==> config.mk <==
export PLATFORM = sky130hd
export DESIGN_NAME = z80_bus_top
export DESIGN_NICKNAME = d
export VERILOG_FILES = /design/src/z80_pkg.sv /design/src/bus_cycle_if.sv /design/src/opcode_decoder.sv /design/src/mcycle_fsm.sv /design/src/tstate_counter.sv /design/src/bus_strobes.sv /design/src/addr_datapath.sv /design/src/z80_bus_top.sv
export SDC_FILE = /design/constraint.sdc
export NUM_CORES = 1
export LEC_CHECK = 0
export BUFFER_PORTS_ARGS = -buffer_cell sky130_fd_sc_hd__buf_2
export CAP_MARGIN = 20
export CORE_AREA = 2 2 104 106
export DETAILED_ROUTE_END_ITERATION = 8
export DIE_AREA = 0 0 106 108
export HOLD_SLACK_MARGIN = 0.03
export PLACE_DENSITY = 0.66
export SETUP_SLACK_MARGIN = 0.02
export SYNTH_ARGS = -nofsm -noshare
export SYNTH_HDL_FRONTEND = slang
export SYNTH_SLANG_ARGS = --single-unit
export TNS_END_PERCENT = 50
==> constraint.sdc <==
create_clock -name MCLK -period 5.8 [get_ports MCLK]
set_input_delay 0.29 -clock MCLK [delete_from_list [all_inputs] [get_ports MCLK]]
set_output_delay 0.29 -clock MCLK [all_outputs]
set_load 0.005 [all_outputs]
==> src/z80_pkg.sv <==
`default_nettype none

package z80_pkg;

	localparam int ADDR_W = 16;
	localparam int DATA_W = 8;
	localparam int R_W = 7; // refresh counter

	typedef enum logic [2:0]
	{
		MC_FETCH,
		MC_MEM_RD,
		MC_MEM_WR,
		MC_IO_RD,
		MC_IO_WR
	} m_cycle_e;

	typedef enum logic [2:0]
	{
		T1,
		T2,
		TW, // io only
		T3,
		T4  // fetch only
	} t_state_e;

	typedef enum logic [7:0]
	{
		OP_NOP      = 8'h00,
		OP_LD_A_N   = 8'h3e,
		OP_JP_NN    = 8'hc3,
		OP_LD_A_MEM = 8'h3a,
		OP_LD_MEM_A = 8'h32,
		OP_OUT_N_A  = 8'hd3,
		OP_IN_A_N   = 8'hdb,
		OP_HALT     = 8'h76
	} opcode_e;

	typedef enum logic [2:0]
	{
		CL_NOP,
		CL_LD_IMM,
		CL_JP,
		CL_LD_MEM,
		CL_ST_MEM,
		CL_OUT,
		CL_IN,
		CL_HALT
	} op_class_e;

endpackage

`default_nettype wire

==> src/bus_cycle_if.sv <==
`timescale 1ns/100ps
`default_nettype none

interface bus_cycle_if ();
	import z80_pkg::*;

	m_cycle_e cycle;
	t_state_e tstate;
	logic sample;     // wait check passed, data valid
	logic cycle_done; // last T-state of the machine cycle
	logic [1:0] step; // machine cycle index in the instruction

	modport seq
		(
		output cycle,
		output step,
		input cycle_done
		);

	modport timer
		(
		input cycle,
		output tstate,
		output sample,
		output cycle_done
		);

	modport bus
		(
		input cycle,
		input tstate,
		input sample
		);

	modport dp
		(
		input cycle,
		input tstate,
		input sample,
		input cycle_done,
		input step
		);

endinterface

`default_nettype wire

==> src/opcode_decoder.sv <==
`timescale 1ns/100ps
`default_nettype none

module opcode_decoder
	#(
	parameter int DATA_W = z80_pkg::DATA_W
	)
	(
	input wire MCLK,
	input wire arst_n_i,
	input wire [DATA_W-1:0] data_i,
	bus_cycle_if.dp cyc,
	output z80_pkg::op_class_e op_class_o
	);

	import z80_pkg::*;

	logic [DATA_W-1:0] ir;
	opcode_e op;

	always_ff @(posedge MCLK or negedge arst_n_i)
	begin
		if (!arst_n_i)
			ir <= '0; // nop
		else if (cyc.sample && (cyc.cycle == MC_FETCH))
			ir <= data_i;
	end

	assign op = opcode_e'(ir);

	always_comb
	begin
		case (op)
			OP_NOP:
				op_class_o = CL_NOP;
			OP_LD_A_N:
				op_class_o = CL_LD_IMM;
			OP_JP_NN:
				op_class_o = CL_JP;
			OP_LD_A_MEM:
				op_class_o = CL_LD_MEM;
			OP_LD_MEM_A:
				op_class_o = CL_ST_MEM;
			OP_OUT_N_A:
				op_class_o = CL_OUT;
			OP_IN_A_N:
				op_class_o = CL_IN;
			OP_HALT:
				op_class_o = CL_HALT;
			default:
				op_class_o = CL_NOP; // unsupported opcodes run as nop
		endcase
	end

endmodule

`default_nettype wire

==> src/mcycle_fsm.sv <==
`timescale 1ns/100ps
`default_nettype none

module mcycle_fsm
	(
	input wire MCLK,
	input wire arst_n_i,
	input var z80_pkg::op_class_e op_class_i,
	bus_cycle_if.seq cyc,
	output logic halt_n_o
	);

	import z80_pkg::*;

	m_cycle_e cycle_q, cycle_d;
	logic [1:0] step_q, step_d;
	logic halted;

	assign cyc.cycle = cycle_q;
	assign cyc.step = step_q;

	always_comb
	begin
		cycle_d = MC_FETCH;
		step_d = 2'd0;
		if (!halted)
		begin
			case (step_q)
				2'd0:
				begin
					if ((op_class_i != CL_NOP) && (op_class_i != CL_HALT))
					begin
						cycle_d = MC_MEM_RD; // first operand byte
						step_d = 2'd1;
					end
				end
				2'd1:
				begin
					step_d = 2'd2;
					case (op_class_i)
						CL_JP, CL_LD_MEM, CL_ST_MEM:
							cycle_d = MC_MEM_RD; // high byte of nn
						CL_OUT:
							cycle_d = MC_IO_WR;
						CL_IN:
							cycle_d = MC_IO_RD;
						default:
							step_d = 2'd0; // ld a,n ends here
					endcase
				end
				2'd2:
				begin
					step_d = 2'd3;
					case (op_class_i)
						CL_LD_MEM:
							cycle_d = MC_MEM_RD;
						CL_ST_MEM:
							cycle_d = MC_MEM_WR;
						default:
							step_d = 2'd0;
					endcase
				end
				default:
					step_d = 2'd0;
			endcase
		end
	end

	always_ff @(posedge MCLK or negedge arst_n_i)
	begin
		if (!arst_n_i)
		begin
			cycle_q <= MC_FETCH;
			step_q <= 2'd0;
			halted <= 1'b0;
			halt_n_o <= 1'b1;
		end
		else
		begin
			if (cyc.cycle_done)
			begin
				cycle_q <= cycle_d;
				step_q <= step_d;
				if ((step_q == 2'd0) && (op_class_i == CL_HALT))
					halted <= 1'b1; // only reset leaves halt
			end
			halt_n_o <= !halted; // lines up with the bus view
		end
	end

	a_halt_after_fetch: assert property (@(posedge MCLK) disable iff (!arst_n_i)
		$fell(halt_n_o) |-> $past(cyc.cycle_done, 2) && ($past(cycle_q, 2) == MC_FETCH))
		else $error("halt_n_o fell outside the end of a fetch");

endmodule

`default_nettype wire

==> src/tstate_counter.sv <==
`timescale 1ns/100ps
`default_nettype none

module tstate_counter
	(
	input wire MCLK,
	input wire arst_n_i,
	input wire wait_n_i,
	bus_cycle_if.timer cyc
	);

	import z80_pkg::*;

	t_state_e tstate_q, tstate_d;
	logic is_io;
	logic passed;

	assign is_io = (cyc.cycle == MC_IO_RD) || (cyc.cycle == MC_IO_WR);
	// bus shows T2 or TW while this counter sits in T3
	assign passed = (tstate_q == T3) && wait_n_i;

	always_comb
	begin
		case (tstate_q)
			T1:
				tstate_d = T2;
			T2:
				tstate_d = is_io ? TW : T3; // automatic io wait
			TW:
				tstate_d = T3;
			T3:
				if (!wait_n_i)
					tstate_d = T3;
				else if (cyc.cycle == MC_FETCH)
					tstate_d = T4;
				else
					tstate_d = T1;
			default:
				tstate_d = T1;
		endcase
	end

	always_ff @(posedge MCLK or negedge arst_n_i)
	begin
		if (!arst_n_i)
			tstate_q <= T1;
		else
			tstate_q <= tstate_d;
	end

	assign cyc.tstate = tstate_q;
	assign cyc.sample = passed;
	assign cyc.cycle_done = (tstate_q == T4) || (passed && (cyc.cycle != MC_FETCH));

	a_tw_io_only: assert property (@(posedge MCLK) disable iff (!arst_n_i)
		(tstate_q == TW) |-> is_io ##1 (tstate_q == T3))
		else $error("TW outside an io cycle");

	a_t4_fetch_only: assert property (@(posedge MCLK) disable iff (!arst_n_i)
		(tstate_q == T4) |-> (cyc.cycle == MC_FETCH) ##1 (tstate_q == T1))
		else $error("T4 outside a fetch cycle");

endmodule

`default_nettype wire

==> src/bus_strobes.sv <==
`timescale 1ns/100ps
`default_nettype none

module bus_strobes
	(
	input wire MCLK,
	input wire arst_n_i,
	bus_cycle_if.bus cyc,
	output logic mreq_n_o,
	output logic iorq_n_o,
	output logic rd_n_o,
	output logic wr_n_o,
	output logic m1_n_o,
	output logic rfsh_n_o
	);

	import z80_pkg::*;

	logic hold;
	logic early; // T1 or T2
	logic io_act; // T2 or TW
	logic mreq_d, iorq_d, rd_d, wr_d, m1_d, rfsh_d;

	assign hold = (cyc.tstate == T3) && !cyc.sample; // wait stretch
	assign early = (cyc.tstate == T1) || (cyc.tstate == T2);
	assign io_act = (cyc.tstate == T2) || (cyc.tstate == TW);

	always_comb
	begin
		mreq_d = 1'b1;
		iorq_d = 1'b1;
		rd_d = 1'b1;
		wr_d = 1'b1;
		m1_d = 1'b1;
		rfsh_d = 1'b1;
		case (cyc.cycle)
			MC_FETCH:
			begin
				m1_d = !early;
				rd_d = !early;
				mreq_d = (cyc.tstate == T4); // low in T1..T3
				rfsh_d = early;
			end
			MC_MEM_RD:
			begin
				mreq_d = !early;
				rd_d = !early;
			end
			MC_MEM_WR:
			begin
				mreq_d = !early;
				wr_d = !early;
			end
			MC_IO_RD:
			begin
				iorq_d = !io_act;
				rd_d = !io_act;
			end
			default:
			begin
				iorq_d = !io_act;
				wr_d = !io_act;
			end
		endcase
	end

	always_ff @(posedge MCLK or negedge arst_n_i)
	begin
		if (!arst_n_i)
		begin
			mreq_n_o <= 1'b1;
			iorq_n_o <= 1'b1;
			rd_n_o <= 1'b1;
			wr_n_o <= 1'b1;
			m1_n_o <= 1'b1;
			rfsh_n_o <= 1'b1;
		end
		else if (!hold)
		begin
			mreq_n_o <= mreq_d;
			iorq_n_o <= iorq_d;
			rd_n_o <= rd_d;
			wr_n_o <= wr_d;
			m1_n_o <= m1_d;
			rfsh_n_o <= rfsh_d;
		end
	end

	a_mreq_iorq: assert property (@(posedge MCLK) disable iff (!arst_n_i)
		!(!mreq_n_o && !iorq_n_o))
		else $error("mreq_n_o and iorq_n_o low together");

	a_rd_wr: assert property (@(posedge MCLK) disable iff (!arst_n_i)
		!(!rd_n_o && !wr_n_o))
		else $error("rd_n_o and wr_n_o low together");

endmodule

`default_nettype wire

==> src/addr_datapath.sv <==
`timescale 1ns/100ps
`default_nettype none

module addr_datapath
	#(
	parameter int ADDR_W = z80_pkg::ADDR_W,
	parameter int DATA_W = z80_pkg::DATA_W
	)
	(
	input wire MCLK,
	input wire arst_n_i,
	input wire [DATA_W-1:0] data_i,
	input var z80_pkg::op_class_e op_class_i,
	input wire halt_n_i,
	bus_cycle_if.dp cyc,
	output logic [ADDR_W-1:0] addr_o,
	output logic [DATA_W-1:0] data_o,
	output logic data_oe_o
	);

	import z80_pkg::*;

	logic [ADDR_W-1:0] pc;
	logic [DATA_W-1:0] a;
	logic [DATA_W-1:0] z; // operand low
	logic [DATA_W-1:0] w; // operand high
	logic [R_W-1:0] r;
	logic [ADDR_W-1:0] addr_d;
	logic hold;
	logic is_wr;

	assign hold = (cyc.tstate == T3) && !cyc.sample;
	assign is_wr = (cyc.cycle == MC_MEM_WR) || (cyc.cycle == MC_IO_WR);

	always_ff @(posedge MCLK or negedge arst_n_i)
	begin
		if (!arst_n_i)
		begin
			pc <= '0;
			a <= '0;
			r <= '0;
		end
		else
		begin
			if (cyc.sample)
			begin
				case (cyc.cycle)
					MC_FETCH:
						if (halt_n_i)
							pc <= pc + 1'b1; // frozen in halt
					MC_MEM_RD:
					begin
						if ((cyc.step == 2'd1) && (op_class_i == CL_LD_IMM))
							a <= data_i;
						if (cyc.step == 2'd3)
							a <= data_i; // ld a,(nn)
						else if ((cyc.step == 2'd2) && (op_class_i == CL_JP))
							pc <= {data_i, z};
						else
							pc <= pc + 1'b1;
					end
					MC_IO_RD:
						a <= data_i;
					default:
						;
				endcase
			end
			if (cyc.cycle_done && (cyc.cycle == MC_FETCH))
				r <= r + 1'b1; // 7 bits wrap
		end
	end

	always_ff @(posedge MCLK)
	begin
		if (cyc.sample && (cyc.cycle == MC_MEM_RD) && (cyc.step == 2'd1))
			z <= data_i;
		if (cyc.sample && (cyc.cycle == MC_MEM_RD) && (cyc.step == 2'd2))
			w <= data_i;
		if (!hold && is_wr)
			data_o <= a;
	end

	always_comb
	begin
		case (cyc.cycle)
			MC_FETCH:
				if ((cyc.tstate == T3) || (cyc.tstate == T4))
					addr_d = {{(ADDR_W - R_W){1'b0}}, r}; // refresh
				else
					addr_d = pc;
			MC_MEM_RD:
				addr_d = (cyc.step == 2'd3) ? {w, z} : pc;
			MC_MEM_WR:
				addr_d = {w, z};
			default:
				addr_d = {a, z}; // io port
		endcase
	end

	always_ff @(posedge MCLK or negedge arst_n_i)
	begin
		if (!arst_n_i)
		begin
			addr_o <= '0;
			data_oe_o <= 1'b0;
		end
		else if (!hold)
		begin
			addr_o <= addr_d;
			data_oe_o <= is_wr;
		end
	end

	a_pc_frozen: assert property (@(posedge MCLK) disable iff (!arst_n_i)
		(!halt_n_i && $past(!halt_n_i)) |-> $stable(pc))
		else $error("pc moved while halted");

endmodule

`default_nettype wire

==> src/z80_bus_top.sv <==
`timescale 1ns/100ps
`default_nettype none

module z80_bus_top
	#(
	parameter int ADDR_W = z80_pkg::ADDR_W,
	parameter int DATA_W = z80_pkg::DATA_W
	)
	(
	input wire MCLK,
	input wire arst_n_i,
	input wire [DATA_W-1:0] data_i,
	input wire wait_n_i,
	output wire [ADDR_W-1:0] addr_o,
	output wire [DATA_W-1:0] data_o,
	output wire data_oe_o,
	output wire mreq_n_o,
	output wire iorq_n_o,
	output wire rd_n_o,
	output wire wr_n_o,
	output wire m1_n_o,
	output wire rfsh_n_o,
	output wire halt_n_o
	);

	import z80_pkg::*;

	op_class_e op_class;

	bus_cycle_if cyc_if ();

	opcode_decoder #(.DATA_W(DATA_W)) u_decoder
		(
		.MCLK(MCLK),
		.arst_n_i(arst_n_i),
		.data_i(data_i),
		.cyc(cyc_if),
		.op_class_o(op_class)
		);

	mcycle_fsm u_mcycle
		(
		.MCLK(MCLK),
		.arst_n_i(arst_n_i),
		.op_class_i(op_class),
		.cyc(cyc_if),
		.halt_n_o(halt_n_o)
		);

	tstate_counter u_tstate
		(
		.MCLK(MCLK),
		.arst_n_i(arst_n_i),
		.wait_n_i(wait_n_i),
		.cyc(cyc_if)
		);

	bus_strobes u_strobes
		(
		.MCLK(MCLK),
		.arst_n_i(arst_n_i),
		.cyc(cyc_if),
		.mreq_n_o(mreq_n_o),
		.iorq_n_o(iorq_n_o),
		.rd_n_o(rd_n_o),
		.wr_n_o(wr_n_o),
		.m1_n_o(m1_n_o),
		.rfsh_n_o(rfsh_n_o)
		);

	addr_datapath #(.ADDR_W(ADDR_W), .DATA_W(DATA_W)) u_datapath
		(
		.MCLK(MCLK),
		.arst_n_i(arst_n_i),
		.data_i(data_i),
		.op_class_i(op_class),
		.halt_n_i(halt_n_o),
		.cyc(cyc_if),
		.addr_o(addr_o),
		.data_o(data_o),
		.data_oe_o(data_oe_o)
		);

endmodule

`default_nettype wire

==> metrics.md <==
| Metric | Value |
|---|---|
| Post-synth EDFFs | 24 |
| Antenna diodes | 0 |
| Kind of critical path | reg2reg |
| Post-synth top area share | 35.58% |
| Seq cells post-synth | 96 |
| Worst-path fanout max | 18 |
| Met2 WL | 4.762 mm |
| Vias in the first global route | 3275 |
| Die area | 11450 sq um |
| Synth area leaders | dfrtp_1 (36%), edfxtp_1 (16%), mux2_2 (4.2%) |
| Path depth of the worst reg2reg path | 4 |
| Chip width | 106 um |
| Row cnt | 37 |
| Yosys top cell by area | dfrtp_1 |
| Drt wl/cell | 17.98 um |
| Die H | 108 um |
| Fin nets | 473 |
| Tmin final | 2527 ps |
| Simple-gate share of the synthesized area | 16.58% |
| Maximum clock insertion buffer count | 2 |
| Root Buffer | clkbuf_8 |
| H-tree levels | 3 |
| Post-CTS Setup Inserts | 0 |
| Worst-Margin Slew | 1012 ps |
| Routed Antenna Nets | 0 |
| Max-slew violation count | 0 |
| M1 WL | 5.130 mm |
| Post-Route WL | 10.81 mm |
| Async set-or-reset flop fraction in the synthesized netlist | 75.00% |
| Final hold vios | 0 |
| Number of max-cap violations | 0 |
| Setup crit start kind | register |
| GPL Wtd Cong | 0.8358 |
| Ports | 43 |
| Arrival time of the worst setup path | 2790 ps |
| First-pass GRT wire length | 17.77 mm |
| CTS tree | yes |
| Fin crit share | 43.56% |
| Max Used Layer | met4 |
| All-layer global routing usage | 20.20% |
| Synth cell count leaders | dfrtp_1 (65), a21oi_1 (37), nand2_1 (37) |
| IR drop worst, VDD | 0.1533 mV |
| Post-placement cell area | 4861 sq um |
| Worst skew pair latency | 370 ps |
| Max transition margin | 32.19% |
| Setup slack after layout | 3273 ps |
| Synth Area in Adders | 0.5473% |
| Setup TNS | 0 ps |
| FMAX | 0.3958 GHz |
| Flop2flop setup slack | 3270 ps |
| Placed wire-length estimate | 7.555 mm |
| Fin Clk Skew | 16.57 ps |
| Mux contribution to synthesized area | 5.501% |
| YS warnings | 0 |
| Post-synthesis sequential area ratio | 55.36% |
| Cell Area, Synth | 4572 sq um |
| Power Density | 401.3 nW/um^2 |
| Met3 wire length | 810 um |
| GRT overflow | 0 |
| Initial antenna violation count | 0 |
| Num Clock Sinks | 96 |
| Initial DRC count | 449 |
| Post-Synthesis Cells | 429 |
| Tightest Hold Check Type | in2async |
| Hold slack final | 107.7 ps |
| Initial core utilization | 44.69% |
| Compound-cell area share of the yosys netlist | 17.27% |
| Post-Place Worst Slack | 3322 ps |
| Post-Syn Nets | 442 |
| Area Overhead vs Synth | 11.22% |
| Post-CTS Hold Fix Bufs | 0 |
| Yosys cell types | 66 |
| Fillers | 933 |
| Drt via density | 5.965 |
| Core Area | 10230 sq um |
| Most used flip-flop cell after synthesis | dfrtp_1 |
| Fin area | 5085 sq um |
| IO buf count | 42 |
| DRC viols | 0 |
| Status | completed |
| Vias | 3585 |
| Unrepaired setup endpoints after global routing | no |
| Share of layout cells above drive strength 1 | 20.22% |
| Synth Area in XOR/XNOR | 1.341% |
| Clk slew on worst S/H paths | 100 ps |
| Most frequent cell after synthesis | dfrtp_1 |
| Pleak | 2.116 nW |
| Total CTS buffers | 9 |
| First-pass DRT Iterations | 7 |
| R2r endpoint | u_datapath.pc[7] |
| Post_cts resized | 0 |
| Pin count of the biggest net entering global routing | 73 |
| Worst r2r src | u_mcycle.cyc.cycle[1] |
| CP Capture Type | register |
| Largest family of logic cells by synthesized area | compound AO/OA/AOI/OAI gates |
| Final Setup Violations | 0 |
| Worst Path Required | 6060 ps |
| Syn_area_per_cell | 10.66 sq um |
[area by class of cell]
type                       count  area (sq um)  area share, %
clock inverter                 6         62.56          1.230
multi-input combinational    296          1886          37.08
inverter                       9         33.78         0.6644
tap                          136         170.2          3.346
sequential                    96          2531          49.78
clock buffer                  10         148.9          2.928
timing repair buffer          48         252.7          4.970
[stage by stage]
step,util (%),cells,total power [mW]
after global placement,47.51,583,1.560
after detailed placement,47.51,583,1.583
after global routing,49.70,601,2.188
final,49.70,601,2.040
after floorplan,-,429,1.383
after CTS,49.58,599,2.043
[where the power goes]
part / switching [mW] / internal (mW)
registers: 0.154 / 0.842
clock network: 0.240 / 0.226
logic: 0.326 / 0.253
[layer usage]
metal	GRT usage, %	vias up
li1	-	1679
met1	30.97	1739
met2	28.89	154
met4	5.263	0
met3	4.581	13
met5	0	-
[worst max-delay path: stages, from the launching register on]
cell	delay, ps
dfrtp_1	560
a311o_1	560
nor3_2	820
o21ai_0	200
a22o_1	280
[cell families after synthesis]
group	count (synthesis)
XOR/XNOR	7
AND/OR/NAND/NOR	145
multiplexers	23
flip-flops	96
adder cells (fa/ha/maj)	2
buffers and inverters	37
AO/OA/AOI/OAI	119
[sequential cells by signal (all words and copies together), names as in the netlist, 2 cells and up]
name	cells
u_datapath.addr_o	16
u_tstate.cyc.tstate	3
u_datapath.w	8
u_datapath.pc	16
u_mcycle.cyc.cycle	3
u_mcycle.cyc.step	2
u_datapath.data_o	8
u_datapath.r	7
u_datapath.a	8
u_decoder.ir	8
u_datapath.z	8
[placed cells by master, fill, tap and decap left out, types with 4 or more instances in the layout]
| master | count |
|---|---|
| inv_1 | 9 |
| nand2_1 | 37 |
| edfxtp_1 | 24 |
| mux2i_1 | 6 |
| a32oi_1 | 4 |
| nor2b_1 | 4 |
| a21oi_1 | 37 |
| o21a_1 | 4 |
| a221oi_1 | 7 |
| buf_2 | 43 |
| a2bb2oi_1 | 4 |
| clkbuf_8 | 9 |
| nand3_1 | 10 |
| o21ai_0 | 23 |
| nand2b_1 | 5 |
| and3_1 | 4 |
| nor4_1 | 4 |
| nor2_1 | 34 |
| nand4_1 | 9 |
| o22ai_1 | 5 |
| dfstp_2 | 7 |
| xnor2_1 | 6 |
| buf_4 | 5 |
| mux2_2 | 17 |
| dfrtp_1 | 65 |
| nor3_1 | 12 |
| a222oi_1 | 7 |
[worst max path at each step]
| stage | start | endpoint | slack [ps] | cells past startpoint |
|---|---|---|---|---|
| finish | u_mcycle.cyc.cycle[1] | u_datapath.pc[7] | 3270 | 4 |
| global route | u_mcycle.cyc.cycle[1] | u_datapath.pc[11] | 3110 | 5 |
| CTS | u_mcycle.cyc.cycle[1] | u_datapath.addr_o[2] | 3300 | 4 |
| detailed placement | u_mcycle.cyc.cycle[1] | u_datapath.addr_o[2] | 3320 | 4 |
| global placement | u_mcycle.cyc.cycle[1] | u_datapath.pc[7] | 3380 | 4 |
| floorplan | u_decoder.ir[7] | u_mcycle.cyc.cycle[1] | 3550 | 5 |
(Power assumes the default switching activity.)
